`src/uart_rx.sv`:
```
`timescale 1ns/1ns

module uart_rx #(
    parameter int CLKS_PER_BIT = 16
) (
    input  logic       sys_clk_i,
    input  logic       reset_i,
    input  logic       rx_i,
    output logic [7:0] rx_data_o,
    output logic       rx_valid_o
);

    localparam int CW = $clog2(CLKS_PER_BIT + 1);
    localparam logic [CW-1:0] LAST = CW'(CLKS_PER_BIT - 1);
    // Two sync flops already eat part of the half bit
    localparam logic [CW-1:0] HALF = CW'((CLKS_PER_BIT >= 4) ? CLKS_PER_BIT / 2 - 2 : 0);

    localparam logic [1:0] S_IDLE  = 2'd0;
    localparam logic [1:0] S_START = 2'd1;
    localparam logic [1:0] S_DATA  = 2'd2;
    localparam logic [1:0] S_STOP  = 2'd3;

    logic [1:0]    rx_sync_q;
    logic [1:0]    state_q;
    logic [CW-1:0] clk_cnt_q;
    logic [2:0]    bit_idx_q;

    always_ff @(posedge sys_clk_i) begin
        if (reset_i) begin
            rx_sync_q  <= 2'b11;    // Line idles high
            state_q    <= S_IDLE;
            clk_cnt_q  <= '0;
            bit_idx_q  <= '0;
            rx_valid_o <= 1'b0;
        end else begin
            rx_sync_q  <= {rx_sync_q[0], rx_i};
            rx_valid_o <= 1'b0;
            clk_cnt_q  <= clk_cnt_q + 1'b1;
            case (state_q)
                S_IDLE: begin
                    clk_cnt_q <= '0;
                    if (!rx_sync_q[1])
                        state_q <= S_START;
                end
                S_START: if (clk_cnt_q == HALF) begin
                    clk_cnt_q <= '0;
                    bit_idx_q <= '0;
                    state_q   <= rx_sync_q[1] ? S_IDLE : S_DATA;   // Glitch, not a start bit
                end
                S_DATA: if (clk_cnt_q == LAST) begin
                    clk_cnt_q <= '0;
                    rx_data_o <= {rx_sync_q[1], rx_data_o[7:1]};    // LSB first
                    bit_idx_q <= bit_idx_q + 1'b1;
                    if (bit_idx_q == 3'd7)
                        state_q <= S_STOP;
                end
                default: if (clk_cnt_q == LAST) begin
                    rx_valid_o <= rx_sync_q[1];    // Framing error drops the byte
                    state_q    <= S_IDLE;
                end
            endcase
        end
    end

endmodule

```
`config.mk`:
```
export PLATFORM = sky130hd
export DESIGN_NAME = uart_rx
export DESIGN_NICKNAME = d
export VERILOG_FILES = /design/src/uart_rx.sv
export SDC_FILE = /design/constraint.sdc
export NUM_CORES = 1
export LEC_CHECK = 0
export ABC_AREA = 1
export BUFFER_PORTS_ARGS = -buffer_cell sky130_fd_sc_hd__buf_2
export CORE_UTILIZATION = 35
export DETAILED_ROUTE_END_ITERATION = 6
export GPL_ROUTABILITY_DRIVEN = 0
export GPL_TIMING_DRIVEN = 1
export PLACE_DENSITY = 0.66
export SYNTH_ARGS = -nofsm -noshare
export SYNTH_HDL_FRONTEND = slang
export SYNTH_SLANG_ARGS = --single-unit
```
`constraint.sdc`:
```
create_clock -name sys_clk_i -period 1.6 [get_ports sys_clk_i]
set_input_delay 0.4 -clock sys_clk_i [delete_from_list [all_inputs] [get_ports sys_clk_i]]
set_output_delay 0.4 -clock sys_clk_i [all_outputs]
set_load 0.01 [all_outputs]
```
==> results of run 1 <==
## per-stage QoR
stage | instance area [um^2] | setup TNS [ns]
2_1_floorplan | 987.2 | 0
3_3_place_gp | 1110 | -0.04279
3_5_place_dp | 1110 | -0.3789
4_1_cts | 1152 | -0.001647
5_1_grt | 1205 | 0
6_report | 1205 | 0
## power by group
| part | switching (uW) | leakage [uW] | total [uW] | internal (uW) |
|---|---|---|---|---|
| combinational | 223 | 0.000330 | 370 | 147 |
| sequential | 31.0 | 0.000178 | 619 | 588 |
| clock | 170 | 0.0000177 | 263 | 93.5 |
## final cells by class
cell class	instances	share of cell area [%]
inverters	17	5.504
multi-input cells	68	39.67
clock inverters	1	0.4154
repair buffers	16	7.684
clock buffers	3	1.869
well taps	30	3.115
flip-flops and latches	21	41.74
## worst max path at each step
stage | from | end
floorplan | clk_cnt_q[0] | clk_cnt_q[3]
global placement | clk_cnt_q[1] | rx_data_o[5]
detailed placement | clk_cnt_q[1] | rx_data_o[0]
CTS | clk_cnt_q[0] | clk_cnt_q[3]
global route | clk_cnt_q[0] | rx_data_o[0]
finish | clk_cnt_q[0] | rx_data_o[7]
## kinds of logic after synthesis
logic type | Yosys count
adder cells (fa/ha/maj) | 10
flip-flops | 21
AO/OA/AOI/OAI | 10
AND/OR/NAND/NOR | 47
buffers and inverters | 17
XOR/XNOR | 1
## synth_stat cells
master    count  area (um^2)
a21oi_1       5        25.02
edfxtp_1      8        240.2
nor2_2        1        6.260
or2_2         2        12.51
nand3_1       6        30.03
o21ai_0       2        10.01
or2_1         1        6.260
inv_2         1        3.750
nor2_1       11        41.29
nand2_2       4        25.02
xor2_1        1        8.760
dfxtp_1      13        260.3
nand4_1       3        18.77
o211ai_1      1        7.510
a21o_1        1        7.510
o21ai_1       1        5.000
nand2_4       1        11.26
nor3_1        1        5.000
nand3_2       1        10.01
ha_1         10        125.1
inv_1        16        60.06
nand2_1      16        60.06
## worst max-delay path, cell delays in order, from the launching register on
cell and delay, ns:
dfxtp_2 0.38, ha_4 0.13, nand2_1 0.05, inv_2 0.06
nand2_2 0.05, inv_2 0.07, ha_4 0.15, nand2_2 0.08
nor2_4 0.21
## timing repair
item,4_1_cts,5_1_grt
hold buffers,0,0
gates resized for setup,4,13
hold endpoints to repair,0,0
pin swaps,2,2
buffers inserted,1,0
cloned,0,0
endpoints found under the setup margin,15,17
## registers in the layout, indices dropped and copies added, names as in the netlist
name	count
rx_valid_o	1
clk_cnt_q	5
rx_data_o	8
bit_idx_q	3
state_q	2
rx_sync_q	2
## layer usage
layer / wire (um) / GRT usage [%]
met1: 756 / 14.50
met2: 886 / 24.90
met3: 68 / 4.098
met4: 23 / 5.000
met5: 0 / 0
==> results.json, run 1 <==
{
  "p_leak_uw": 0.0005259,
  "ys_seq_area_share_pct": 51.09,
  "initial_core_util_pct": 38.16,
  "drt-pass1-iter-count": 4,
  "grt_max_degree": 13,
  "end_kind": "flip-flop",
  "pwr_density_cell_mw_per_mm2": 1039,
  "rrSetupSlack_ns": 0.11,
  "clock-root-buffer": "clkbuf_4",
  "clk-insertion-delay-late_ns": 0.31,
  "final.min_clock_period_ns": 1.493,
  "antenna_found_initial": 0,
  "ir_worst_vdd_mv": 0.5496,
  "yosysWarnings": 0,
  "synthCells": 106,
  "grt_pass1_vias": 709,
  "viasPerCell": 4.821,
  "synth_top_family_by_area": "simple AND/OR/NAND/NOR gates",
  "nets": 140,
  "hold_path_depth": 2,
  "num_antenna_cells": 0,
  "grt_usage_pct": 13.58,
  "synth_xor_area_share_pct": 0.8940,
  "cp.required_ns": 1.61,
  "synth_nets": 119,
  "worst_setup_path_start_kind": "flip-flop",
  "rsz0062_at_grt": "false",
  "grt_overflow": 0,
  "arrival_ns": 1.50,
  "setup_viol": 0,
  "syn_avg_cell_area_um2": 9.242,
  "maxClockFrequency_mhz": 670.0,
  "skew_ns": 0.007475,
  "min_path_type": "primary input to flip-flop",
  "die_y_um": 54.91,
  "hold_start": "rx_i",
  "grt_pass1_wl_mm": 2.815,
  "place_worst_setup_slack_ns": -0.04510,
  "fp.dieW_um": 54.91,
  "final_max_slew_viol_count": 0,
  "nFillCells": 258,
  "rr_endpoint": "rx_data_o[7]",
  "first_iter_violations": 8,
  "numCtsBuffers": 3,
  "clock_sinks": 21,
  "fin_util_pct": 46.93,
  "hold_slack_ns": 0.2630,
  "fin_ws_ns": 0.1074,
  "worstReg2RegStart": "clk_cnt_q[0]",
  "worstMarginPinSlew_ns": 0.2358,
  "finalWirelength_mm": 1.734,
  "synth-compound-area-share_pct": 5.619,
  "synthesis.area_um2": 979.7,
  "slew_headroom_pct": 84.24,
  "synthMuxAreaShare_pct": 0,
  "cts_tree": "built",
  "drive_above_1_share_pct": 33.33,
  "area_growth_pct": 22.99,
  "htreeDepth": 1,
  "ys_ff_latch": 21,
  "maxCapViolations": 0,
  "clock_tree.buffer_depth": 2,
  "hold_viol": 0,
  "port_buffers": 11,
  "ant_nets": 0,
  "multiInputGateArea_um2": 478.0,
  "place_inst": 151,
  "clk_pin_slew_ns": 0.12,
  "hold_end": "rx_sync_q[0]",
  "wl_per_cell_um": 11.12,
  "fin_total_pwr_uw": 1252,
  "instances_no_fill": 156,
  "io-pin-count": 12,
  "vias": 752,
  "core.rowCount": 18,
  "drc": 0,
  "synth_simple_gate_area_share_pct": 23.12,
  "synth.distinct_cells": 22,
  "final_cell_mix": "14 x nand2_1, 13 x inv_1, 11 x dfxtp_1, 11 x buf_2, 10 x nor2_1",
  "reg2reg_depth": 8,
  "core_mm2": 0.002567,
  "regArea_um2": 503.0,
  "crit_type": "flip-flop to flip-flop",
  "status": "complete, no violations",
  "final_common_cell": "nand2_1",
  "hpwl_mm": 1.310,
  "dieArea_mm2": 0.003015,
  "synthAdderAreaFrac_pct": 12.77,
  "critical_path.max_fanout": 8,
  "min_period_over_period_pct": 93.29
}
Note: power is estimated with default switching activity, not from simulation.
==> inputs of run 2 (changes only) <==
--- a/config.mk
+++ b/config.mk
@@ -8,9 +8,9 @@
 export ABC_AREA = 1
 export BUFFER_PORTS_ARGS = -buffer_cell sky130_fd_sc_hd__buf_2
-export CORE_UTILIZATION = 35
+export CORE_UTILIZATION = 39
 export DETAILED_ROUTE_END_ITERATION = 6
 export GPL_ROUTABILITY_DRIVEN = 0
 export GPL_TIMING_DRIVEN = 1
-export PLACE_DENSITY = 0.66
+export PLACE_DENSITY = 0.7
 export SYNTH_ARGS = -nofsm -noshare
 export SYNTH_HDL_FRONTEND = slang
==> constraint.sdc (replaced) <==
create_clock -name sys_clk_i -period 1.6 [get_ports sys_clk_i]
set_input_delay 0.08 -clock sys_clk_i [delete_from_list [all_inputs] [get_ports sys_clk_i]]
set_output_delay 0.08 -clock sys_clk_i [all_outputs]
set_load 0.01 [all_outputs]
==> results.json, run 2 (synthesis results as in run 1) <==
{
  "status": "complete, no violations",
  "fin_ws_ns": 0.1118,
  "instances_no_fill": 156,
  "critical_path.max_fanout": 8,
  "clk-insertion-delay-late_ns": 0.30,
  "ant_nets": 0,
  "num_antenna_cells": 0,
  "crit_type": "flip-flop to flip-flop",
  "worstReg2RegStart": "clk_cnt_q[0]",
  "finalWirelength_mm": 1.679,
  "viasPerCell": 4.776,
  "core.rowCount": 17,
  "clk_pin_slew_ns": 0.11,
  "core_mm2": 0.002297,
  "ir_worst_vdd_mv": 0.5801,
  "pwr_density_cell_mw_per_mm2": 1025,
  "place_worst_setup_slack_ns": -0.02872,
  "rrSetupSlack_ns": 0.11,
  "vias": 745,
  "drt-pass1-iter-count": 4,
  "setup_viol": 0,
  "port_buffers": 11,
  "clock_tree.buffer_depth": 2,
  "final_cell_mix": "14 x nand2_1, 13 x inv_1, 11 x dfxtp_1, 11 x buf_2, 10 x nor2_1",
  "worstMarginPinSlew_ns": 0.2751,
  "drive_above_1_share_pct": 32.03,
  "hold_path_depth": 2,
  "skew_ns": 0.001533,
  "cpLargestDelayFamily": "simple AND/OR/NAND/NOR gates",
  "drc": 0,
  "hold_end": "bit_idx_q[2]",
  "wl_per_cell_um": 10.76,
  "clockPowerShare_pct": 20.4,
  "slowest_stage": "dfxtp_2",
  "cp_cell_sequence": "ha_4 -> nand2_1 -> inv_2 -> nand2_2 -> inv_2 -> ha_4 -> nand2_2 -> nor2_4",
  "rr_endpoint": "rx_data_o[4]",
  "grt_max_degree": 13,
  "clock_sinks": 21,
  "p_sw_share_pct": 32.71,
  "p_leak_uw": 0.0005330,
  "numCtsBuffers": 3,
  "grt_overflow": 0,
  "grt_usage_pct": 13.85,
  "place_inst": 148,
  "cp.required_ns": 1.61,
  "internal_power_uw": 825.8,
  "htreeDepth": 1,
  "seqPwrFrac_pct": 50.4,
  "die_y_um": 52.12,
  "min_period_over_period_pct": 93.01,
  "hold_start": "reset_i",
  "slowest_delay_ns": 0.37,
  "worstSetupStartpoint": "clk_cnt_q[0]",
  "clock-root-buffer": "clkbuf_4",
  "maxCapViolations": 0,
  "first_iter_violations": 4,
  "min_path_type": "primary input to flip-flop",
  "slew_headroom_pct": 81.66,
  "arrival_ns": 1.50,
  "io-pin-count": 12,
  "regMostFlops": "rx_data_o",
  "antenna_found_initial": 0,
  "fp.dieW_um": 52.12,
  "grt_pass1_vias": 682,
  "finalSetupTns_ns": 0,
  "area_growth_pct": 22.22,
  "reg2reg_depth": 8,
  "nets": 142,
  "final_max_slew_viol_count": 0,
  "initial_core_util_pct": 42.65,
  "worst_setup_path_start_kind": "flip-flop",
  "cts_tree": "built",
  "end_kind": "flip-flop",
  "p_comb_share_pct": 29.3,
  "hold_viol": 0,
  "dieArea_mm2": 0.002716,
  "rsz0062_at_grt": "false",
  "largest_reg_flops": 8,
  "final_common_cell": "nand2_1",
  "path_buf_inv": 2,
  "final.min_clock_period_ns": 1.488,
  "grt_pass1_wl_mm": 2.670,
  "power_switching_uw": 401.5,
  "maxClockFrequency_mhz": 671.9,
  "hpwl_mm": 1.229,
  "reg_top3": "rx_data_o: 8 flops, clk_cnt_q: 5 flops, bit_idx_q: 3 flops"
}
==> run 2: worst max path at each step <==
| stage | endpoint | cells after the start |
|---|---|---|
| floorplan | clk_cnt_q[3] | 12 |
| global placement | rx_data_o[5] | 8 |
| detailed placement | rx_data_o[0] | 8 |
| CTS | clk_cnt_q[3] | 12 |
| global route | state_q[1] | 13 |
| finish | rx_data_o[4] | 8 |
==> run 2: what timing repair did <==
| action | CTS | global route |
|---|---|---|
| hold buffers | 1 | 0 |
| gates resized for setup | 5 | 7 |
| buffers inserted | 0 | 3 |
| endpoints found under the hold margin | 1 | 0 |
| setup endpoints to repair | 11 | 17 |
| pin swaps | 2 | 2 |
==> run 2: routing by layer <==
| layer | up-vias | wire [um] | GRT usage [%] |
|---|---|---|---|
| met5 | - | 0 | 0 |
| met4 | 0 | 39 | 9.459 |
| met3 | 5 | 49 | 2.632 |
| met2 | 19 | 861 | 24.36 |
| met1 | 336 | 729 | 14.70 |
| li1 | 385 | - | - |
==> run 2: power by group through the flow <==
stage               clock (uW)  combinational (uW)  sequential [uW]
floorplan                    0                 246              620
global placement             0                 318              621
detailed placement           0                 324              622
CTS                        264                 329              613
global route               292                 404              623
finish                     250                 359              618
==> run 2: worst reg2reg max path, stage by stage (launching register included) <==
cell and delay [ns]:
dfxtp_2 0.37, ha_4 0.13, nand2_1 0.06, inv_2 0.06
nand2_2 0.05, inv_2 0.06, ha_4 0.15, nand2_2 0.08
nor2_4 0.23
==> run 2: metrics by stage <==
step / area [um^2] / hold WS [ns] / total power [uW] / util [%]
after floorplan: 987.2 / 0.1491 / 865.6 / -
after CTS: 1155 / 0.02227 / 1205 / 50.27
after global placement: 1100 / 0.2660 / 938.6 / 47.88
after detailed placement: 1100 / 0.2671 / 946.3 / 47.88
final: 1197 / 0.02259 / 1227 / 52.12
after global routing: 1197 / 0.02866 / 1318 / 52.12
==> run 2: cell type report <==
cell class              count  area, um^2
fillers                   221        1100
multi-input cells          68       457.9
flip-flops and latches     21       503.0
well taps                  28       35.03
repair buffers             18       110.1
clock buffers               3       22.52
clock inverters             1       5.005
inverters                  17       63.81
