## src/proc_ci_pkg.sv

```systemverilog
package proc_ci_pkg;

    localparam int BUS_WIDTH = 32;

    // Host opcodes
    localparam logic [7:0] CMD_WRITE     = 8'h01;
    localparam logic [7:0] CMD_READ      = 8'h02;
    localparam logic [7:0] CMD_RUN       = 8'h03;
    localparam logic [7:0] CMD_HALT_CORE = 8'h04;

    // Reply bytes
    localparam logic [7:0] RSP_OK   = 8'hAA;
    localparam logic [7:0] RSP_DONE = 8'h55;
    localparam logic [7:0] RSP_BAD  = 8'hEE;

    // RV32I major opcodes
    localparam logic [6:0] OP_REG    = 7'b0110011;
    localparam logic [6:0] OP_IMM    = 7'b0010011;
    localparam logic [6:0] OP_LOAD   = 7'b0000011;
    localparam logic [6:0] OP_STORE  = 7'b0100011;
    localparam logic [6:0] OP_BRANCH = 7'b1100011;
    localparam logic [6:0] OP_SYSTEM = 7'b1110011;

    // One instruction word, two field layouts
    typedef union packed {
        struct packed {
            logic [6:0] funct7;      // Also imm[11:5] for I-type
            logic [4:0] rs2;         // Also imm[4:0] for I-type
            logic [4:0] rs1;
            logic [2:0] funct3;
            logic [4:0] rd;
            logic [6:0] opcode;
        } ri;
        struct packed {
            logic [6:0] imm_hi;
            logic [4:0] rs2;
            logic [4:0] rs1;
            logic [2:0] funct3;
            logic [4:0] imm_lo;
            logic [6:0] opcode;
        } sb;
    } instr_t;

endpackage

```

## src/host_cmd_ctrl.sv

```systemverilog
`timescale 1ns/1ns

module host_cmd_ctrl (
    input  logic                              sys_clk_i,
    input  logic                              reset_i,
    input  logic [7:0]                        rx_data_i,
    input  logic                              rx_valid_i,
    output logic [7:0]                        tx_data_o,
    output logic                              tx_start_o,
    input  logic                              tx_busy_i,
    output logic                              bus_cyc_o,
    output logic                              bus_stb_o,
    output logic                              bus_we_o,
    output logic [proc_ci_pkg::BUS_WIDTH-1:0] bus_addr_o,
    output logic [proc_ci_pkg::BUS_WIDTH-1:0] bus_wdata_o,
    input  logic [proc_ci_pkg::BUS_WIDTH-1:0] bus_rdata_i,
    input  logic                              bus_ack_i,
    output logic                              core_run_o,
    input  logic                              core_halted_i
);
    import proc_ci_pkg::*;

    localparam logic [2:0] S_OPC      = 3'd0;
    localparam logic [2:0] S_IDX      = 3'd1;
    localparam logic [2:0] S_DATA     = 3'd2;
    localparam logic [2:0] S_BUS      = 3'd3;
    localparam logic [2:0] S_RUN_GO   = 3'd4;
    localparam logic [2:0] S_RUN_WAIT = 3'd5;
    localparam logic [2:0] S_SEND     = 3'd6;

    logic [2:0]           state_q;
    logic [7:0]           idx_q;
    logic [BUS_WIDTH-1:0] wdata_q;
    logic [BUS_WIDTH-1:0] rsp_q;       // Reply bytes, next one in the low byte
    logic [2:0]           rsp_cnt_q;
    logic [1:0]           byte_cnt_q;
    logic                 we_q;
    logic                 req_q;

    assign bus_cyc_o   = req_q;
    assign bus_stb_o   = req_q;
    assign bus_we_o    = we_q;
    assign bus_addr_o  = {{(BUS_WIDTH - 10){1'b0}}, idx_q, 2'b00};    // Word index to byte address
    assign bus_wdata_o = wdata_q;

    always_ff @(posedge sys_clk_i) begin
        if (reset_i) begin
            state_q    <= S_OPC;
            rsp_cnt_q  <= '0;
            byte_cnt_q <= '0;
            we_q       <= 1'b0;
            req_q      <= 1'b0;
            tx_start_o <= 1'b0;
            core_run_o <= 1'b0;
        end else begin
            tx_start_o <= 1'b0;
            case (state_q)
                S_OPC: if (rx_valid_i) begin
                    we_q <= (rx_data_i == CMD_WRITE);
                    case (rx_data_i)
                        CMD_WRITE, CMD_READ: state_q <= S_IDX;
                        CMD_RUN: state_q <= S_RUN_GO;
                        CMD_HALT_CORE: begin
                            core_run_o <= 1'b0;
                            rsp_q      <= {{(BUS_WIDTH - 8){1'b0}}, RSP_OK};
                            rsp_cnt_q  <= 3'd1;
                            state_q    <= S_SEND;
                        end
                        default: begin
                            rsp_q     <= {{(BUS_WIDTH - 8){1'b0}}, RSP_BAD};
                            rsp_cnt_q <= 3'd1;
                            state_q   <= S_SEND;
                        end
                    endcase
                end
                S_IDX: if (rx_valid_i) begin
                    idx_q      <= rx_data_i;
                    byte_cnt_q <= '0;
                    req_q      <= !we_q;    // Read goes straight to the bus
                    state_q    <= we_q ? S_DATA : S_BUS;
                end
                S_DATA: if (rx_valid_i) begin
                    wdata_q    <= {rx_data_i, wdata_q[BUS_WIDTH-1:8]};
                    byte_cnt_q <= byte_cnt_q + 1'b1;
                    if (byte_cnt_q == 2'd3) begin
                        req_q   <= 1'b1;
                        state_q <= S_BUS;
                    end
                end
                S_BUS: if (bus_ack_i) begin
                    req_q     <= 1'b0;
                    rsp_q     <= we_q ? {{(BUS_WIDTH - 8){1'b0}}, RSP_OK} : bus_rdata_i;
                    rsp_cnt_q <= we_q ? 3'd1 : 3'd4;
                    state_q   <= S_SEND;
                end
                S_RUN_GO: begin
                    core_run_o <= 1'b1;
                    state_q    <= S_RUN_WAIT;
                end
                S_RUN_WAIT: if (core_halted_i) begin
                    rsp_q     <= {{(BUS_WIDTH - 8){1'b0}}, RSP_DONE};
                    rsp_cnt_q <= 3'd1;
                    state_q   <= S_SEND;
                end
                S_SEND: if (!tx_busy_i && !tx_start_o) begin    // Busy rises a cycle after start
                    if (rsp_cnt_q == 3'd0) begin
                        state_q <= S_OPC;
                    end else begin
                        tx_start_o <= 1'b1;
                        tx_data_o  <= rsp_q[7:0];
                        rsp_q      <= rsp_q >> 8;
                        rsp_cnt_q  <= rsp_cnt_q - 3'd1;
                    end
                end
                default: state_q <= S_OPC;
            endcase
        end
    end

endmodule

```

## config.mk

```make
export PLATFORM = sky130hd
export DESIGN_NAME = host_cmd_ctrl
export DESIGN_NICKNAME = d
export VERILOG_FILES = /design/src/proc_ci_pkg.sv /design/src/host_cmd_ctrl.sv
export SDC_FILE = /design/constraint.sdc
export NUM_CORES = 1
export LEC_CHECK = 0
export CORE_MARGIN = 1
export CORE_UTILIZATION = 43
export CTS_CLUSTER_SIZE = 30
export DETAILED_ROUTE_END_ITERATION = 10
export DONT_BUFFER_PORTS = 1
export GPL_TIMING_DRIVEN = 0
export MAX_ROUTING_LAYER = met4
export PLACE_DENSITY = 0.59
export SETUP_SLACK_MARGIN = 0.2
export SYNTH_ARGS = -nofsm -noshare
export SYNTH_HDL_FRONTEND = slang
export SYNTH_SLANG_ARGS = --single-unit
export TNS_END_PERCENT = 10
```

## constraint.sdc

```tcl
create_clock -name sys_clk_i -period 6.8 [get_ports sys_clk_i]
set_input_delay 1.36 -clock sys_clk_i [delete_from_list [all_inputs] [get_ports sys_clk_i]]
set_output_delay 1.36 -clock sys_clk_i [all_outputs]
set_load 0.02 [all_outputs]
```

==> summary.md, run 1 <==
Worst setup path
• worst path arrival time: 3.05 ns
• critical path type: in2reg
• crit end category: flop
• required time of the worst setup path: 6.86 ns
• CP Launch Type: input pin
• maximum fanout along the worst path: 10

GRT
• GRT Overall Usage: 16.46%
• maximum number of pins on one net before global-route repair: 33
• grt ovf: 0
• number of antenna violations at the first check in global routing: 0
• via count of the first global-routing pass: 2162
• global-route wire length before repair: 11590 um

Synth
• synthesized netlist cell count: 281
• share of the synthesized area in the top cell type: 61.76%
• number of enable flip-flop cells after synthesis: 80
• Main synth FF type: sky130_fd_sc_hd__edfxtp_1
• portion of the post-synthesis area used by sequential elements: 67.93%
• Syn Std Cell Area: 0.003890 sq mm
• YS warnings: 0
• Post-Syn Area per Cell: 13.84 sq um
• async set-reset flop share out of synthesis: 0%
• synth top area cells: sky130_fd_sc_hd__edfxtp_1 (62%), sky130_fd_sc_hd__dfxtp_1 (6.2%), sky130_fd_sc_hd__buf_4 (5.0%)
• largest area contributor in the netlist: sky130_fd_sc_hd__edfxtp_1
• number of register bits inferred by synthesis: 92
• distinct cell type count of the synthesized netlist: 53

Power and ir drop
• leakage power summed over all cells: 1.583 nW
• total power divided by cell area: 350.7 mW/mm^2
• VDD IR-drop max: 133.7 uV
• post-route total power: 1.523 mW

CTS
• clock root buffer master: sky130_fd_sc_hd__clkbuf_8
• clock insertion delay at the later pin of the skew report: 0.36 ns
• Gates resized, CTS repair: 0
• total clock buffers created by CTS: 9
• setup repair bufs after CTS: 0
• CTS tree: built
• clock tree buffer depth: 2
• total number of clock tree sinks: 92
• # hold bufs at CTS: 0
• H-tree depth: 3
• CTS clk-pin slew, worst paths: 0.09 ns

Final layout
• layout overhead on the synthesized area: 11.68%
• leading cell types in the layout, fill and taps excluded: sky130_fd_sc_hd__edfxtp_1 (80), sky130_fd_sc_hd__buf_4 (30), sky130_fd_sc_hd__conb_1 (24)
• post-route non-filler standard cell count: 432
• proportion of layout cells with a drive suffix above 1: 19.14%
• net count reported at finish: 368
• number of antenna cells inserted: 0
• leading cell type in the layout, fill and taps excluded: sky130_fd_sc_hd__edfxtp_1
• final instance area: 0.004344 sq mm

Floorplan
• die area: 0.009430 sq mm
• Core Area: 0.008721 sq mm
• number of I/O pins: 123
• initial cell density of the core: 44.61%
• width of the die: 97.11 um
• number of standard-cell rows in the floorplan: 34
• vertical die dimension: 97.11 um

Place
• DP Cell Count: 416
• number of input and output port buffers inserted: 0
• global placement routability congestion: 0.8895
• instance area at placement: 0.004161 sq mm
• HPWL reported at the end of detailed placement: 5281 um

Outcome
• status: finished, final reports clean

Min path
• type of the worst min-delay path: reg2reg

STA
• setup total negative slack: 0 ns
• setup repair after global routing missed its margin: no
• Pins Over Slew Limit: 0
• Worst-Margin Slew: 0.9893 ns
• Final setup violation count: 0
• maximum operating frequency: 333.9 MHz
• setup clock skew after layout: 0.01927 ns
• time the worst path needs with I/O delays and setup: 2.995 ns
• worst-case headroom to the max-slew limit: 33.50%
• Period Utilization, post-route: 44.05%
• endpoints failing hold: 0

Route
• detailed-route wire length: 7265 um
• total DRC errors in the routed layout: 0
• initial detailed-routing violation count: 104
• Routed Antenna Nets: 0
• routed wirelength normalized by instance count: 16.82 um
• Via Count: 2282
• DRT Pass-1 Iters: 4
• post-DR vias/cell: 5.282

Flow run
• count of maximum capacitance violations: 0

==> path summary, 6_finish.rpt <==
| path | from | endpoint | slack (ns) | cells past startpoint |
|---|---|---|---|---|
| worst max-delay path | reset_i | bus_wdata_o[10]$_DFFE_PP_ | 3.80 | 4 |
| worst max register to register | state_q[1]$_SDFFE_PP0P_ | bus_wdata_o[10]$_DFFE_PP_ | 3.94 | 7 |
| worst min-delay path | rsp_q[7]$_DFFE_PP_ | tx_data_o[7]$_DFFE_PP_ | 0.42 | 0 |
| worst min register to register | rsp_q[7]$_DFFE_PP_ | tx_data_o[7]$_DFFE_PP_ | 0.42 | 0 |
==> sequential cells by signal (all words and copies together), names as in the netlist, 2 cells and up <==
register     flops
bus_wdata_o     32
rsp_q           32
idx_q            8
tx_data_o        8
rsp_cnt_q        3
state_q          3
byte_cnt_q       2
==> cell usage after synthesis (all sizes together), types with 2 or more instances <==
| cell | instances |
|---|---|
| edfxtp | 80 |
| buf | 33 |
| nor2 | 18 |
| a22o | 16 |
| a21oi | 12 |
| dfxtp | 12 |
| nand2 | 11 |
| and2 | 10 |
| o21ai | 10 |
| clkbuf | 6 |
| inv | 5 |
| nand2b | 5 |
| nand3 | 5 |
| nor2b | 5 |
| nor3 | 5 |
| a22oi | 3 |
| ha | 3 |
| mux2i | 3 |
| nor4 | 3 |
| a211o | 2 |
| a2bb2oi | 2 |
| mux2 | 2 |
| nor3b | 2 |
| o2111ai | 2 |
| o211ai | 2 |
==> metrics by stage <==
step           setup WS (ns)  util, %  hold slack (ns)
4_1_cts                3.783    49.81           0.4226
5_1_grt                3.717    49.81           0.4465
3_5_place_dp           3.396    47.72           0.4054
2_1_floorplan          1.619        -           0.4003
3_3_place_gp          0.3290    47.14           0.4018
6_report               3.805    49.81           0.4248
==> kinds of logic (layout without fill, tap and decap cells) <==
| kind of cell | after synthesis | after routing | synth area share, % |
|---|---|---|---|
| compound gates | 60 | 60 | 11.29 |
| xor+xnor | 1 | 1 | 0.2252 |
| fa+ha+maj | 3 | 3 | 0.9650 |
| buf+inv | 45 | 65 | 7.076 |
| flops | 92 | 92 | 67.93 |
| mux | 5 | 5 | 1.447 |
| other cells | 1 | 24 | 0.09640 |
| simple gates | 74 | 74 | 10.97 |
==> worst max-delay path, stage by stage <==
cell and delay (ns):
sky130_fd_sc_hd__clkbuf_1 0.26, sky130_fd_sc_hd__nor4_2 0.89, sky130_fd_sc_hd__buf_4 0.33, sky130_fd_sc_hd__buf_4 0.20
==> area by class of cell <==
type                            instances  area [sq um]
Tap cell                              108         135.1
Sequential cell                        92          2643
Multi-Input combinational cell        167          1079
Timing Repair Buffer                    4         30.03
Inverter                                6         22.52
Fill cell                             753          4377
Clock inverter                          6         55.05
Clock buffer                           10         127.6
Buffer                                 39         252.7
==> layer usage <==
metal / up-vias / global-route usage, % / wire (um)
met5: - / - / 0
met4: 0 / 4.822 / 108
met3: 11 / 6.691 / 594
met2: 98 / 27.09 / 3617
met1: 1082 / 18.45 / 2945
li1: 1091 / - / -
==> report_power, final <==
group,switching (mW),leakage [nW],total (mW),internal (mW)
clock,0.201,0.0938,0.342,0.141
sequential,0.0549,0.826,0.791,0.736
combinational,0.245,0.664,0.390,0.145
No activity file was read; power rests on OpenSTA's default activity.
==> run 2, diff against run 1 <==
--- a/config.mk
+++ b/config.mk
@@ -12,7 +12,7 @@
 export DONT_BUFFER_PORTS = 1
 export GPL_TIMING_DRIVEN = 0
 export MAX_ROUTING_LAYER = met4
-export PLACE_DENSITY = 0.59
+export PLACE_DENSITY = 0.61
 export SETUP_SLACK_MARGIN = 0.2
 export SYNTH_ARGS = -nofsm -noshare
 export SYNTH_HDL_FRONTEND = slang
==> constraint.sdc (replaced) <==
create_clock -name sys_clk_i -period 2.4 [get_ports sys_clk_i]
set_input_delay 0.48 -clock sys_clk_i [delete_from_list [all_inputs] [get_ports sys_clk_i]]
set_output_delay 0.48 -clock sys_clk_i [all_outputs]
set_load 0.02 [all_outputs]
==> summary.md, run 2 (synthesis gave the netlist of run 1 again) <==
STA
• Pins Over Slew Limit: 0
• maximum operating frequency: 477.6 MHz
• time the worst path needs with I/O delays and setup: 2.094 ns
• Final setup violation count: 0
• Worst-Margin Slew: 0.8435 ns
• setup clock skew after layout: 0.01089 ns
• worst-case headroom to the max-slew limit: 43.77%
• setup total negative slack: 0 ns
• endpoints failing hold: 0
• setup repair after global routing missed its margin: yes
• Worst Hold Margin: 0.2086 ns
• Period Utilization, post-route: 87.23%

Route
• DRT Pass-1 Iters: 4
• Via Count: 2283
• initial detailed-routing violation count: 118
• detailed route wirelength on metal2: 3357 um
• post-DR vias/cell: 5.236
• top routing layer in use: met4
• routed wirelength normalized by instance count: 16.34 um
• Routed Antenna Nets: 0
• detailed-route wire length: 7123 um
• total DRC errors in the routed layout: 0
• length of routed met3 wiring: 595 um
• Routed met1 length: 3018 um

Final layout
• proportion of layout cells with a drive suffix above 1: 22.87%
• final instance area: 0.004511 sq mm
• leading cell types in the layout, fill and taps excluded: sky130_fd_sc_hd__edfxtp_1 (80), sky130_fd_sc_hd__buf_4 (28), sky130_fd_sc_hd__conb_1 (24)
• post-route non-filler standard cell count: 436
• Core Util, Final: 51.72%
• fill cell count: 740
• number of antenna cells inserted: 0
• leading cell type in the layout, fill and taps excluded: sky130_fd_sc_hd__edfxtp_1
• net count reported at finish: 372
• layout overhead on the synthesized area: 15.95%

CTS
• clock tree buffer depth: 2
• clock root buffer master: sky130_fd_sc_hd__clkbuf_8
• clock insertion delay at the later pin of the skew report: 0.36 ns
• total number of clock tree sinks: 92
• CTS clk-pin slew, worst paths: 0.10 ns
• H-tree depth: 3
• # hold bufs at CTS: 0
• total clock buffers created by CTS: 9
• CTS tree: built

GRT
• grt ovf: 0
• via count of the first global-routing pass: 2091
• maximum number of pins on one net before global-route repair: 17
• GRT Overall Usage: 15.67%
• global-route wire length before repair: 10930 um
• number of antenna violations at the first check in global routing: 0

Floorplan
• number of I/O pins: 123
• Core Area: 0.008721 sq mm
• initial cell density of the core: 44.61%
• width of the die: 97.11 um
• die area: 0.009430 sq mm
• number of standard-cell rows in the floorplan: 34
• vertical die dimension: 97.11 um

Power and ir drop
• VDD IR-drop max: 355.5 uV
• total power divided by cell area: 1020 mW/mm^2
• leakage power summed over all cells: 1.637 nW

Worst setup path
• buffering stage count on the worst path with inverters included: 2
• crit end category: flop
• maximum fanout along the worst path: 16
• worst-path cell chain: inv_1 -> ha_1 -> ha_2 -> nor3_4 -> nand3_1 -> a221o_2 -> nor2_4 -> buf_12
• required time of the worst setup path: 2.48 ns
• critical path type: reg2reg
• largest stage delay on the critical path: 0.47 ns
• CP Launch Type: flop
• worst path arrival time: 2.17 ns
• slowest stage cell, crit path: sky130_fd_sc_hd__a221o_2
• largest delay contributor family on the critical path: compound AO/OA/AOI/OAI gates

Place
• DP Cell Count: 415
• global placement routability congestion: 0.8081
• instance area at placement: 0.004234 sq mm
• number of input and output port buffers inserted: 0
• HPWL reported at the end of detailed placement: 4971 um

Flow run
• count of maximum capacitance violations: 0

Min path
• type of the worst min-delay path: in2reg

Outcome
• status: finished, final reports clean

==> run 2: layout make-up <==
type	instances	area, sq um	area share [%]
inverters	6	22.52	0.4993
multi-input cells	168	1122	24.88
flip-flops and latches	92	2645	58.64
clock inverters	6	73.82	1.637
clock buffers	10	127.6	2.829
repair buffers	7	85.08	1.886
well taps	108	135.1	2.996
plain buffers	39	299.0	6.630
==> run 2: per-stage QoR <==
step / power, mW / setup WS [ns]
2_1_floorplan: 3.209 / 0.1009
3_3_place_gp: 3.426 / -0.4709
3_5_place_dp: 3.458 / -0.2068
4_1_cts: 4.548 / 0.09057
5_1_grt: 4.812 / 0.1987
6_report: 4.601 / 0.3064
==> run 2: timing repair <==
action | CTS | global route
gates resized for setup | 1 | 2
pin swaps | 1 | 2
buffers inserted | 1 | 3
endpoints found under the setup margin | 40 | 40
gates cloned | 1 | 0
==> run 2: final timing paths <==
kind | start | to | slack (ns) | cells after the start
setup / recovery | rsp_cnt_q[0]$_SDFFE_PP0P_ | rsp_q[18]$_DFFE_PP_ | 0.31 | 8
hold / removal | rx_data_i[1] | idx_q[1]$_DFFE_PP_ | 0.21 | 0
setup reg to reg | rsp_cnt_q[0]$_SDFFE_PP0P_ | rsp_q[18]$_DFFE_PP_ | 0.31 | 8
hold reg to reg | rsp_q[7]$_DFFE_PP_ | tx_data_o[7]$_DFFE_PP_ | 0.42 | 0
==> run 2: per-layer routing <==
| layer | vias up | GRT usage [%] |
|---|---|---|
| met2 | 111 | 24.70 |
| li1 | 1094 | - |
| met3 | 15 | 6.475 |
| met5 | - | - |
| met1 | 1063 | 17.43 |
| met4 | 0 | 7.003 |
==> run 2: power by group <==
| part | leakage [nW] | internal [mW] | switching, mW |
|---|---|---|---|
| Combinational | 0.717 | 0.563 | 0.758 |
| Sequential | 0.826 | 2.09 | 0.159 |
| Clock | 0.0946 | 0.492 | 0.544 |
==> run 2: worst reg2reg max path, cell delays in order, from the launching register on <==
cell	delay, ns
sky130_fd_sc_hd__dfxtp_2	0.35
sky130_fd_sc_hd__inv_1	0.04
sky130_fd_sc_hd__ha_1	0.19
sky130_fd_sc_hd__ha_2	0.20
sky130_fd_sc_hd__nor3_4	0.13
sky130_fd_sc_hd__nand3_1	0.11
sky130_fd_sc_hd__a221o_2	0.47
sky130_fd_sc_hd__nor2_4	0.16
sky130_fd_sc_hd__buf_12	0.17
