<file path="src/uart_tx.sv">
`timescale 1ns/1ns

module uart_tx #(
    parameter int CLKS_PER_BIT = 16
) (
    input  logic       sys_clk_i,
    input  logic       reset_i,
    input  logic [7:0] tx_data_i,
    input  logic       tx_start_i,
    output logic       tx_o,
    output logic       tx_busy_o
);

    localparam int CW = $clog2(CLKS_PER_BIT + 1);
    localparam logic [CW-1:0] LAST = CW'(CLKS_PER_BIT - 1);

    logic [9:0]    frame_q;    // Stop, data, start
    logic [CW-1:0] clk_cnt_q;
    logic [3:0]    bit_cnt_q;
    logic          busy_q;

    assign tx_o      = frame_q[0];
    assign tx_busy_o = busy_q;

    always_ff @(posedge sys_clk_i) begin
        if (reset_i) begin
            frame_q   <= '1;
            busy_q    <= 1'b0;
            clk_cnt_q <= '0;
            bit_cnt_q <= '0;
        end else if (!busy_q) begin
            if (tx_start_i) begin
                frame_q   <= {1'b1, tx_data_i, 1'b0};
                busy_q    <= 1'b1;
                clk_cnt_q <= '0;
                bit_cnt_q <= '0;
            end
        end else if (clk_cnt_q == LAST) begin
            clk_cnt_q <= '0;
            frame_q   <= {1'b1, frame_q[9:1]};    // Shift in idle level
            if (bit_cnt_q == 4'd9)
                busy_q <= 1'b0;
            else
                bit_cnt_q <= bit_cnt_q + 1'b1;
        end else begin
            clk_cnt_q <= clk_cnt_q + 1'b1;
        end
    end

endmodule

</file>
<file path="config.mk">
export PLATFORM = sky130hd
export DESIGN_NAME = uart_tx
export DESIGN_NICKNAME = d
export VERILOG_FILES = /design/src/uart_tx.sv
export SDC_FILE = /design/constraint.sdc
export NUM_CORES = 1
export LEC_CHECK = 0
export BUFFER_PORTS_ARGS = -buffer_cell sky130_fd_sc_hd__buf_4
export CAP_MARGIN = 20
export CORE_MARGIN = 2
export CORE_UTILIZATION = 59
export CTS_CLUSTER_DIAMETER = 80
export CTS_CLUSTER_SIZE = 40
export DETAILED_ROUTE_END_ITERATION = 16
export GPL_TIMING_DRIVEN = 0
export PLACE_DENSITY_LB_ADDON = 0.3
export SLEW_MARGIN = 20
export SYNTH_ARGS = -nofsm -noshare
export SYNTH_HDL_FRONTEND = slang
export SYNTH_SLANG_ARGS = --single-unit
export TNS_END_PERCENT = 20
</file>
<file path="constraint.sdc">
create_clock -name sys_clk_i -period 2.8 [get_ports sys_clk_i]
set_input_delay 0.28 -clock sys_clk_i [delete_from_list [all_inputs] [get_ports sys_clk_i]]
set_output_delay 0.28 -clock sys_clk_i [all_outputs]
set_load 0.005 [all_outputs]
</file>
==> metrics.txt, run 1 <==
status complete, no violations; hold path start reset_i; CTS Hold Buffers Added 0; Post-Syn Nets 125; crit share post-route 58.1%; dpl ws 1190 ps; post-synth cell types 36; worst-path cell chain ha_1, nand4_4, nor3_1, mux2_2; CTS tree done; DP Wirelength 1480 µm; minimum clock period 1630 ps; Fin. Hold Viols 0; Worst Hold Path Cells 3; final instance area 1140 µm²; RSZ-0062 raised after global routing false; total iterations of the first detailed-routing run 4; Worst Slack Setup Final 1170 ps; routed wire length 2010 µm; largest stage delay on the critical path 400 ps; Final nets 142; largest net degree at the start of global routing 11; vias per std cell 6.22; CP Capture Type flop; WS Path Type reg2reg; Setup TNS 0 ps; hold crit path type in2reg; H-tree Lvls 1; vias in the first global route 796; sequential cell area fraction in the yosys report 37.8%; PortBufs 12; total gr overflow 0; # IOs 13; Core Region 1560 µm²; Chip Height 45.3 µm; initial antenna violation count 0; CP max FO 5; Die ar. 2050 µm²; CTS buffer count 3; GRT Total Usage 23.3%; Clock Sinks 19; NetSw 0.000127 W; post-CTS setup buffers 0; slew of the pin with the lowest slew margin 467 ps; leak pwr 0.466 nW; cells on worst reg2reg path 4; Slew HR 68.9%; PD cells 436 nW/µm²; RePlAce Congestion 0.851; Simple-Gate Fraction of Synth Area 26.2%; Min-Delay Endpoint frame_q[0]; Root Driver clkbuf_4; RR Startpoint clk_cnt_q[0]; FMAX 615 MHz; post-cts gate resize count 0; Area contributors post-synth dfxtp_1 (38%), nor2b_1 (7.5%), mux2i_1 (7.0%); clk_lat worst skew 300 ps; max-cap violation count 0; area share of the largest cell type after synthesis 37.8%; Slew Viols, Final 0; post-route ant nets 0; Worst EP required 3000 ps; largest family of logic cells by synthesized area simple AND/OR/NAND/NOR gates; DR vias 889; row count 14; R2R Setup Slk 1170 ps; Post-Synthesis Cells 111; complex-gate fraction of the synthesized area 19.4%; CP startpoint kind flop; post-synthesis mux area share 8.08%; Post-Syn Area 1010 µm²; CTS clk-pin slew, worst paths 100 ps; FF+latch count, synth 19; clock power share 27.9%; share of cells above drive strength 1 18.1%; CP arrival 1830 ps; setup violators final 0; DR DRC count 0; WL per Instance 14.1 µm; die width 45.3 µm; Starting Density 64.5%; Fin Clk Skew 5.47 ps; part of the power in registers 58.1%; Comb power frac 14.0%; critical path's slowest cell dfxtp_1; FF-to-FF End bit_cnt_q[1]; warnings from Yosys 0; Layout Area Growth over Synthesis 13.6%; Int Power 0.000372 W; Post-Synth Adder-Cell Area 3.73%; syn_area_per_cell 9.06 µm²; largest area contributor in the netlist dfxtp_1; VDD IR max 0.460 mV; Synth Area in XOR/XNOR 0%; DP Area 1120 µm²; Fillers 115; Antenna Diode Count 0; DR iter-0 viols 32; Sw Ratio 25.4%; first-pass GRT wire length 3470 µm; CTS Buffer Depth 2
[registers in the layout, indices dropped and copies added, names as in the netlist]
register and count:
bit_cnt_q 4, clk_cnt_q 5, frame_q 9, tx_busy_o 1
[synth_stat cells]
| cell type | instances |
|---|---|
| dfxtp_1 | 19 |
| nor2b_1 | 12 |
| nor2_1 | 11 |
| a211oi_1 | 9 |
| mux2i_1 | 7 |
| a21oi_1 | 4 |
| nand2_1 | 4 |
| o21ai_0 | 4 |
| ha_1 | 3 |
| inv_1 | 3 |
| nand3_1 | 3 |
| nor3_1 | 3 |
| a31oi_1 | 2 |
| buf_2 | 2 |
| clkbuf_1 | 2 |
| nand2b_1 | 2 |
| nand3b_1 | 2 |
| a21oi_4 | 1 |
| a311oi_1 | 1 |
| a32oi_1 | 1 |
| a41oi_1 | 1 |
| and3_1 | 1 |
| and3b_1 | 1 |
| and4_2 | 1 |
| buf_4 | 1 |
| buf_6 | 1 |
| mux2_2 | 1 |
| nand4_1 | 1 |
| nand4_4 | 1 |
| nand4b_1 | 1 |
| nor4_1 | 1 |
| o2111ai_1 | 1 |
| o211ai_1 | 1 |
| o311ai_0 | 1 |
| o31ai_1 | 1 |
| or4_1 | 1 |
[power groups by stage]
stage / combinational, W / clock, W / sequential, W
2_1_floorplan: 0.0000445 / 0 / 0.000294
3_3_place_gp: 0.0000677 / 0 / 0.000295
3_5_place_dp: 0.0000698 / 0 / 0.000296
4_1_cts: 0.0000703 / 0.000142 / 0.000290
5_1_grt: 0.0000773 / 0.000147 / 0.000291
6_report: 0.0000697 / 0.000139 / 0.000290
[cell families after synthesis]
kind of cell    count (synthesis)
fa+ha+maj                       3
mux                             8
compound gates                 27
flops                          19
buf+inv                         9
simple gates                   45
[cell type report]
class	instances	area, µm²	share of cell area, %
Multi-Input combinational cell	83	578	50.6
Sequential cell	19	380	33.3
Timing Repair Buffer	12	90.1	7.89
Buffer	6	36.3	3.18
Clock buffer	4	26.3	2.30
Tap cell	16	20.0	1.75
Inverter	3	11.3	0.986
[worst max-delay path, delay by kind of cell, from the launching register on]
| family | cells | cell delay [ps] |
|---|---|---|
| simple gates | 2 | 470 |
| flops | 1 | 400 |
| mux | 1 | 370 |
| fa+ha+maj | 1 | 290 |
[layout by cell type (no fill, tap or decap), types with 2 or more instances in the layout]
cell type / n
a31oi_1: 2
nand2_1: 4
mux2i_1: 7
clkbuf_4: 3
nand3_1: 3
a21oi_1: 4
nand3b_1: 2
ha_1: 3
buf_2: 2
nand2b_1: 2
nor2b_1: 12
nor3_1: 3
a211oi_1: 9
inv_1: 3
dfxtp_1: 19
clkbuf_1: 3
buf_4: 13
nor2_1: 11
o21ai_0: 4
[metal layers]
layer | GRT usage (%) | wire [µm]
met5 | 0 | 0
met4 | 10.6 | 35
met3 | 2.40 | 83
met2 | 37.1 | 996
met1 | 31.7 | 899
[through the flow]
step | util [%] | hold slack, ps | instances | total power [W]
final | 73.3 | 261 | 143 | 0.000498
after CTS | 73.3 | 258 | 143 | 0.000502
after global routing | 73.3 | 294 | 143 | 0.000516
after floorplan | - | 404 | 111 | 0.000339
after global placement | 71.6 | 484 | 139 | 0.000363
after detailed placement | 71.6 | 497 | 139 | 0.000366
[worst max-delay path by stage]
stage	start	slack (ps)	depth (start not counted)	to
2_1_floorplan	clk_cnt_q[0]	1320	5	frame_q[1]
3_3_place_gp	clk_cnt_q[0]	1210	5	frame_q[7]
3_5_place_dp	clk_cnt_q[0]	1190	5	frame_q[7]
4_1_cts	clk_cnt_q[0]	1170	5	frame_q[7]
5_1_grt	clk_cnt_q[0]	1040	4	bit_cnt_q[1]
6_report	clk_cnt_q[0]	1170	4	bit_cnt_q[1]
Power figures use the tool's default switching activity.
==> run 2: changes to the inputs <==
--- a/config.mk
+++ b/config.mk
@@ -5,10 +5,11 @@
 export SDC_FILE = /design/constraint.sdc
 export NUM_CORES = 1
 export LEC_CHECK = 0
+export ABC_AREA = 1
 export BUFFER_PORTS_ARGS = -buffer_cell sky130_fd_sc_hd__buf_4
 export CAP_MARGIN = 20
 export CORE_MARGIN = 2
-export CORE_UTILIZATION = 59
+export CORE_UTILIZATION = 54
 export CTS_CLUSTER_DIAMETER = 80
 export CTS_CLUSTER_SIZE = 40
 export DETAILED_ROUTE_END_ITERATION = 16
==> constraint.sdc (replaced) <==
create_clock -name sys_clk_i -period 1.6 [get_ports sys_clk_i]
set_input_delay 0.16 -clock sys_clk_i [delete_from_list [all_inputs] [get_ports sys_clk_i]]
set_output_delay 0.16 -clock sys_clk_i [all_outputs]
set_load 0.005 [all_outputs]
==> metrics.txt, run 2 <==
share of cells above drive strength 1 19.7%; Min-Delay Endpoint clk_cnt_q[1]; post-route ant nets 0; post-synth cell types 23; sequential cell area fraction in the yosys report 39.7%; DR iter-0 viols 33; slew of the pin with the lowest slew margin 444 ps; minimum clock period 1370 ps; CP startpoint kind flop; total gr overflow 0; vias per std cell 5.17; largest stage delay on the critical path 380 ps; leak pwr 0.533 nW; area share of the largest cell type after synthesis 39.7%; Antenna Diode Count 0; hold path start reset_i; DR vias 874; FMAX 732 MHz; largest area contributor in the netlist dfxtp_1; clk_lat worst skew 300 ps; CP arrival 1600 ps; crit share post-route 85.3%; PD cells 841 nW/µm²; Synth Flop Type dfxtp_1; Post-Synthesis Cells 136; initial antenna violation count 0; Chip Height 46.1 µm; DR DRC count 0; Top reg by flops frame_q; Buf/Inv on CP 1; CTS Hold Buffers Added 0; Post-synth top cells nand2_1 (51), dfxtp_1 (19), nand3_1 (16); cells on worst reg2reg path 8; Largest register FFs 9; Fillers 158; critical path's slowest cell dfxtp_1; Post-Syn Nets 150; final core occ 64.9%; Post-synth ARST share 0%; Storage cell area 380 µm²; WL per Instance 11.5 µm; Post-synth EDFFs 0; multi-input logic area 494 µm²; largest net degree at the start of global routing 12; most frequent cells in the layout nand2_1 (51), dfxtp_1 (19), nand3_1 (16); max-cap violation count 0; H-tree Lvls 1; post-cts gate resize count 0; Largest regs frame_q (9), clk_cnt_q (5), bit_cnt_q (4); worst-path cell chain ha_1, nand2_2, nor2_4, nand3_2, nand2_2, buf_6, nand3_1, a21oi_1; Starting Density 56.7%; Core Region 1690 µm²; hold crit path type in2reg; CP most frequent cell nand2_2; cell family with most CP delay simple AND/OR/NAND/NOR gates; R2R Setup Slk 230 ps; Worst Hold Path Cells 2; status complete, no violations; total iterations of the first detailed-routing run 4; Fin Clk Skew 8.23 ps; PortBufs 12; Area contributors post-synth dfxtp_1 (40%), nand2_1 (20%), nand3_1 (8.4%); RSZ-0062 raised after global routing false; Hold Slack 45.6 ps; Layout Area Growth over Synthesis 14.5%; Final nets 167; GRT Total Usage 20.3%; CTS clk-pin slew, worst paths 110 ps; commonest non-fill, non-tap cell in the layout nand2_1; setup violators final 0; row count 15; Slew Viols, Final 0; Post-Syn Area 957 µm²; most frequent cell after synthesis nand2_1; VDD IR max 0.524 mV; Setup TNS 0 ps; routed wire length 1940 µm; # IOs 13; CP Capture Type flop; RePlAce Congestion 0.867; first-pass GRT wire length 3040 µm; DP Wirelength 1470 µm; FF-to-FF End bit_cnt_q[1]; Clock Sinks 19; Fin. Hold Viols 0; CTS buffer count 3; vias in the first global route 745; CTS Buffer Depth 2; Slew HR 70.4%; syn_area_per_cell 7.04 µm²; die width 46.1 µm; Worst EP required 1830 ps; post-CTS setup buffers 0; WS Path Type reg2reg; Die ar. 2130 µm²; warnings from Yosys 0; CP max FO 10; Root Driver clkbuf_4; RR Startpoint clk_cnt_q[0]; FF+latch count, synth 19; CTS tree done
-- run 2: changes by cell type in the layout (fill, tap and decap cells not counted), moves of 3 or more --
cell      delta
nand2_2      +3
nand2_1     +47
nand3_1     +13
mux2i_1      -7
o21ai_0      -3
a211oi_1     -9
nor2_1       -4
inv_1        +7
nor3_1       -3
nor2b_1     -12
a21oi_1      +4
-- run 2: logic make-up (layout without fill, tap and decap cells) --
| group | after synthesis | count (layout) | share of synthesized area [%] |
|---|---|---|---|
| and+or+nand+nor | 83 | 83 | 38.8 |
| DFF | 19 | 19 | 39.7 |
| buffers and inverters | 17 | 33 | 8.63 |
| AOI/OAI and AO/OA | 11 | 11 | 6.14 |
| adders and majority gates | 3 | 3 | 3.92 |
| xor gates and xnor gates | 3 | 3 | 2.75 |
-- run 2: layout make-up --
cell class	count	share of cell area [%]
sequential	19	34.7
timing repair buffer	12	8.22
inverter	12	4.22
clock inverter	1	0.457
buffer	5	3.31
tap	17	1.94
clock buffer	3	2.05
multi-input combinational	100	45.1
-- run 2: routing by layer --
metal	GRT usage, %	vias to the layer above	routed length (µm)
met1	23.2	391	836
met3	4.31	5	97
met2	35.3	18	956
met4	10.3	0	47
met5	0	-	0
li1	-	460	-
-- run 2: worst reg2reg max path, stage by stage (launching register included) --
cell	delay, ps
dfxtp_1	380
ha_1	210
nand2_2	90
nor2_4	100
nand3_2	70
nand2_2	80
buf_6	140
nand3_1	90
a21oi_1	160
-- run 2: worst max-delay path by stage --
stage | startpoint | endpoint | slack [ps] | depth (start not counted)
finish | clk_cnt_q[0] | bit_cnt_q[1] | 230 | 8
global route | clk_cnt_q[0] | bit_cnt_q[2] | 120 | 8
CTS | clk_cnt_q[0] | bit_cnt_q[1] | 210 | 8
detailed placement | clk_cnt_q[0] | bit_cnt_q[1] | 240 | 8
global placement | clk_cnt_q[0] | frame_q[0] | 310 | 8
floorplan | clk_cnt_q[0] | bit_cnt_q[1] | 410 | 8
-- run 2: through the flow --
stage                     total power [W]  setup WS, ps  area, µm²  instances
final                            0.000922           235       1100        169
after global placement           0.000683           312       1070        165
after CTS                        0.000930           211       1100        169
after global routing             0.000967           122       1100        169
after floorplan                  0.000636           407        957        136
after detailed placement         0.000691           236       1070        165
-- run 2: power breakdown --
group / internal, W / switching, W
Combinational: 0.0000701 / 0.0000902
Clock: 0.0000934 / 0.000148
Sequential: 0.000501 / 0.0000186
Total: 0.000665 / 0.000257
==> run 3: changes to the inputs <==
--- a/config.mk
+++ b/config.mk
@@ -5,11 +5,9 @@
 export SDC_FILE = /design/constraint.sdc
 export NUM_CORES = 1
 export LEC_CHECK = 0
-export ABC_AREA = 1
 export BUFFER_PORTS_ARGS = -buffer_cell sky130_fd_sc_hd__buf_4
-export CAP_MARGIN = 20
 export CORE_MARGIN = 2
-export CORE_UTILIZATION = 54
+export CORE_UTILIZATION = 55
 export CTS_CLUSTER_DIAMETER = 80
 export CTS_CLUSTER_SIZE = 40
 export DETAILED_ROUTE_END_ITERATION = 16
==> metrics.txt, run 3 (synthesis gave the netlist of run 1 again) <==
status complete, no violations; H-tree Lvls 1; CTS tree done; RR Startpoint bit_cnt_q[1]; CTS Buffer Depth 2; CTS Hold Buffers Added 0; Top reg by flops frame_q; WS Path Type reg2reg; Clock Sinks 19; Slew Viols, Final 0; Antenna Diode Count 0; total iterations of the first detailed-routing run 4; Layout Area Growth over Synthesis 19.3%; total gr overflow 0; DR iter-0 viols 8; # IOs 13; RSZ-0062 raised after global routing false; minimum clock period 1470 ps; post-route ant nets 0; commonest non-fill, non-tap cell in the layout dfxtp_1; FMAX 678 MHz; DR DRC count 0; multi-input logic area 596 µm²; Largest register FFs 9; final instance area 1200 µm²; clk_lat worst skew 290 ps; Fillers 142; CTS buffer count 3; DR vias 897; initial antenna violation count 0; hold path start reset_i; Chip Height 46.8 µm; first-pass GRT wire length 3250 µm; Worst EP required 1800 ps; leak pwr 0.480 nW; Fin Clk Skew 4.64 ps; row count 15; placed cells 148; DP Wirelength 1420 µm; die width 46.8 µm; Core Region 1730 µm²; Die ar. 2190 µm²; hold crit path type in2reg; CTS clk-pin slew, worst paths 110 ps; largest net degree at the start of global routing 11; Storage cell area 382 µm²; Root Driver clkbuf_4; routed wire length 2010 µm; Largest regs frame_q (9), clk_cnt_q (5), bit_cnt_q (4); share of cells above drive strength 1 21.7%; Fin. Hold Viols 0; Final nets 144; most frequent cells in the layout dfxtp_1 (18), buf_4 (14), nor2b_1 (12); DP Area 1130 µm²; CP arrival 1670 ps; Worst Hold Path Cells 3; vias in the first global route 767; Hold Slack 149 ps; CP startpoint kind flop; vias per std cell 5.82; slew of the pin with the lowest slew margin 460 ps; Starting Density 58.3%; Slew HR 69.3%; non-filler cells, final 154; max-cap violation count 0; PD cells 736 nW/µm²; CP max FO 4; GRT Total Usage 20.6%; RePlAce Congestion 0.849; cells on worst reg2reg path 5; crit share post-route 92.2%; PortBufs 12; setup violators final 0; CP Capture Type flop; WL per Instance 13.0 µm; Setup crit start bit_cnt_q[1]; VDD IR max 0.670 mV
run 3: changes by cell type in the layout (fill, tap and decap cells not counted), moves of 3 or more:
| cell | before | now |
|---|---|---|
| nand2_1 | 51 | 4 |
| nand3_1 | 16 | 3 |
| nor2b_1 | 0 | 12 |
| a211oi_1 | 0 | 9 |
| inv_1 | 10 | 3 |
| mux2i_1 | 0 | 7 |
| a21oi_1 | 8 | 4 |
| nor2_1 | 7 | 11 |
| nand2_2 | 3 | 0 |
| o21ai_0 | 1 | 4 |
run 3: report_power, final:
| group | switching (W) | internal, W | total, W |
|---|---|---|---|
| Combinational | 0.0000645 | 0.0000682 | 0.000133 |
| Sequential | 0.0000142 | 0.000495 | 0.000509 |
| Clock | 0.000145 | 0.0000969 | 0.000242 |
run 3: routing by layer:
layer	track usage (%)	vias up	share of wire (%)	wire length, µm
met5	0	-	0	0
met4	6.11	0	1.0	21
met3	4.62	4	4.0	80
met2	31.0	20	48	957
met1	29.5	425	47	948
li1	-	448	-	-
run 3: timing repair:
| action | CTS | global route |
|---|---|---|
| hold endpoints to repair | 0 | 0 |
| setup buffers | 2 | 0 |
| gates resized for setup | 1 | 3 |
| setup endpoints to repair | 8 | 2 |
| pin swaps | 1 | 0 |
run 3: per-stage QoR:
step	total power (W)	setup slack [ps]	TNS, ps	util [%]
finish	0.000884	125	0	69.5
global route	0.000922	50.4	0	69.5
CTS	0.000886	34.3	0	68.6
detailed placement	0.000639	-48.2	-150	65.3
global placement	0.000635	5.40	0	65.3
floorplan	0.000593	118	0	-
run 3: final timing paths:
path	slack [ps]	to
max	130	bit_cnt_q[1]
min	150	frame_q[0]
max reg2reg	130	bit_cnt_q[1]
min reg2reg	520	frame_q[0]
run 3: cell type report:
class,count,area share (%)
multi-input cells,83,49.6
flip-flops and latches,19,31.8
repair buffers,14,9.80
plain buffers,6,3.02
well taps,25,2.61
clock buffers,4,2.19
inverters,3,0.938
run 3: critical path, stage by stage, from the launching register on:
cell     delay (ps)
dfxtp_1         380
inv_1            70
ha_1            190
and3b_1         220
nor3_2          160
mux2_2          350
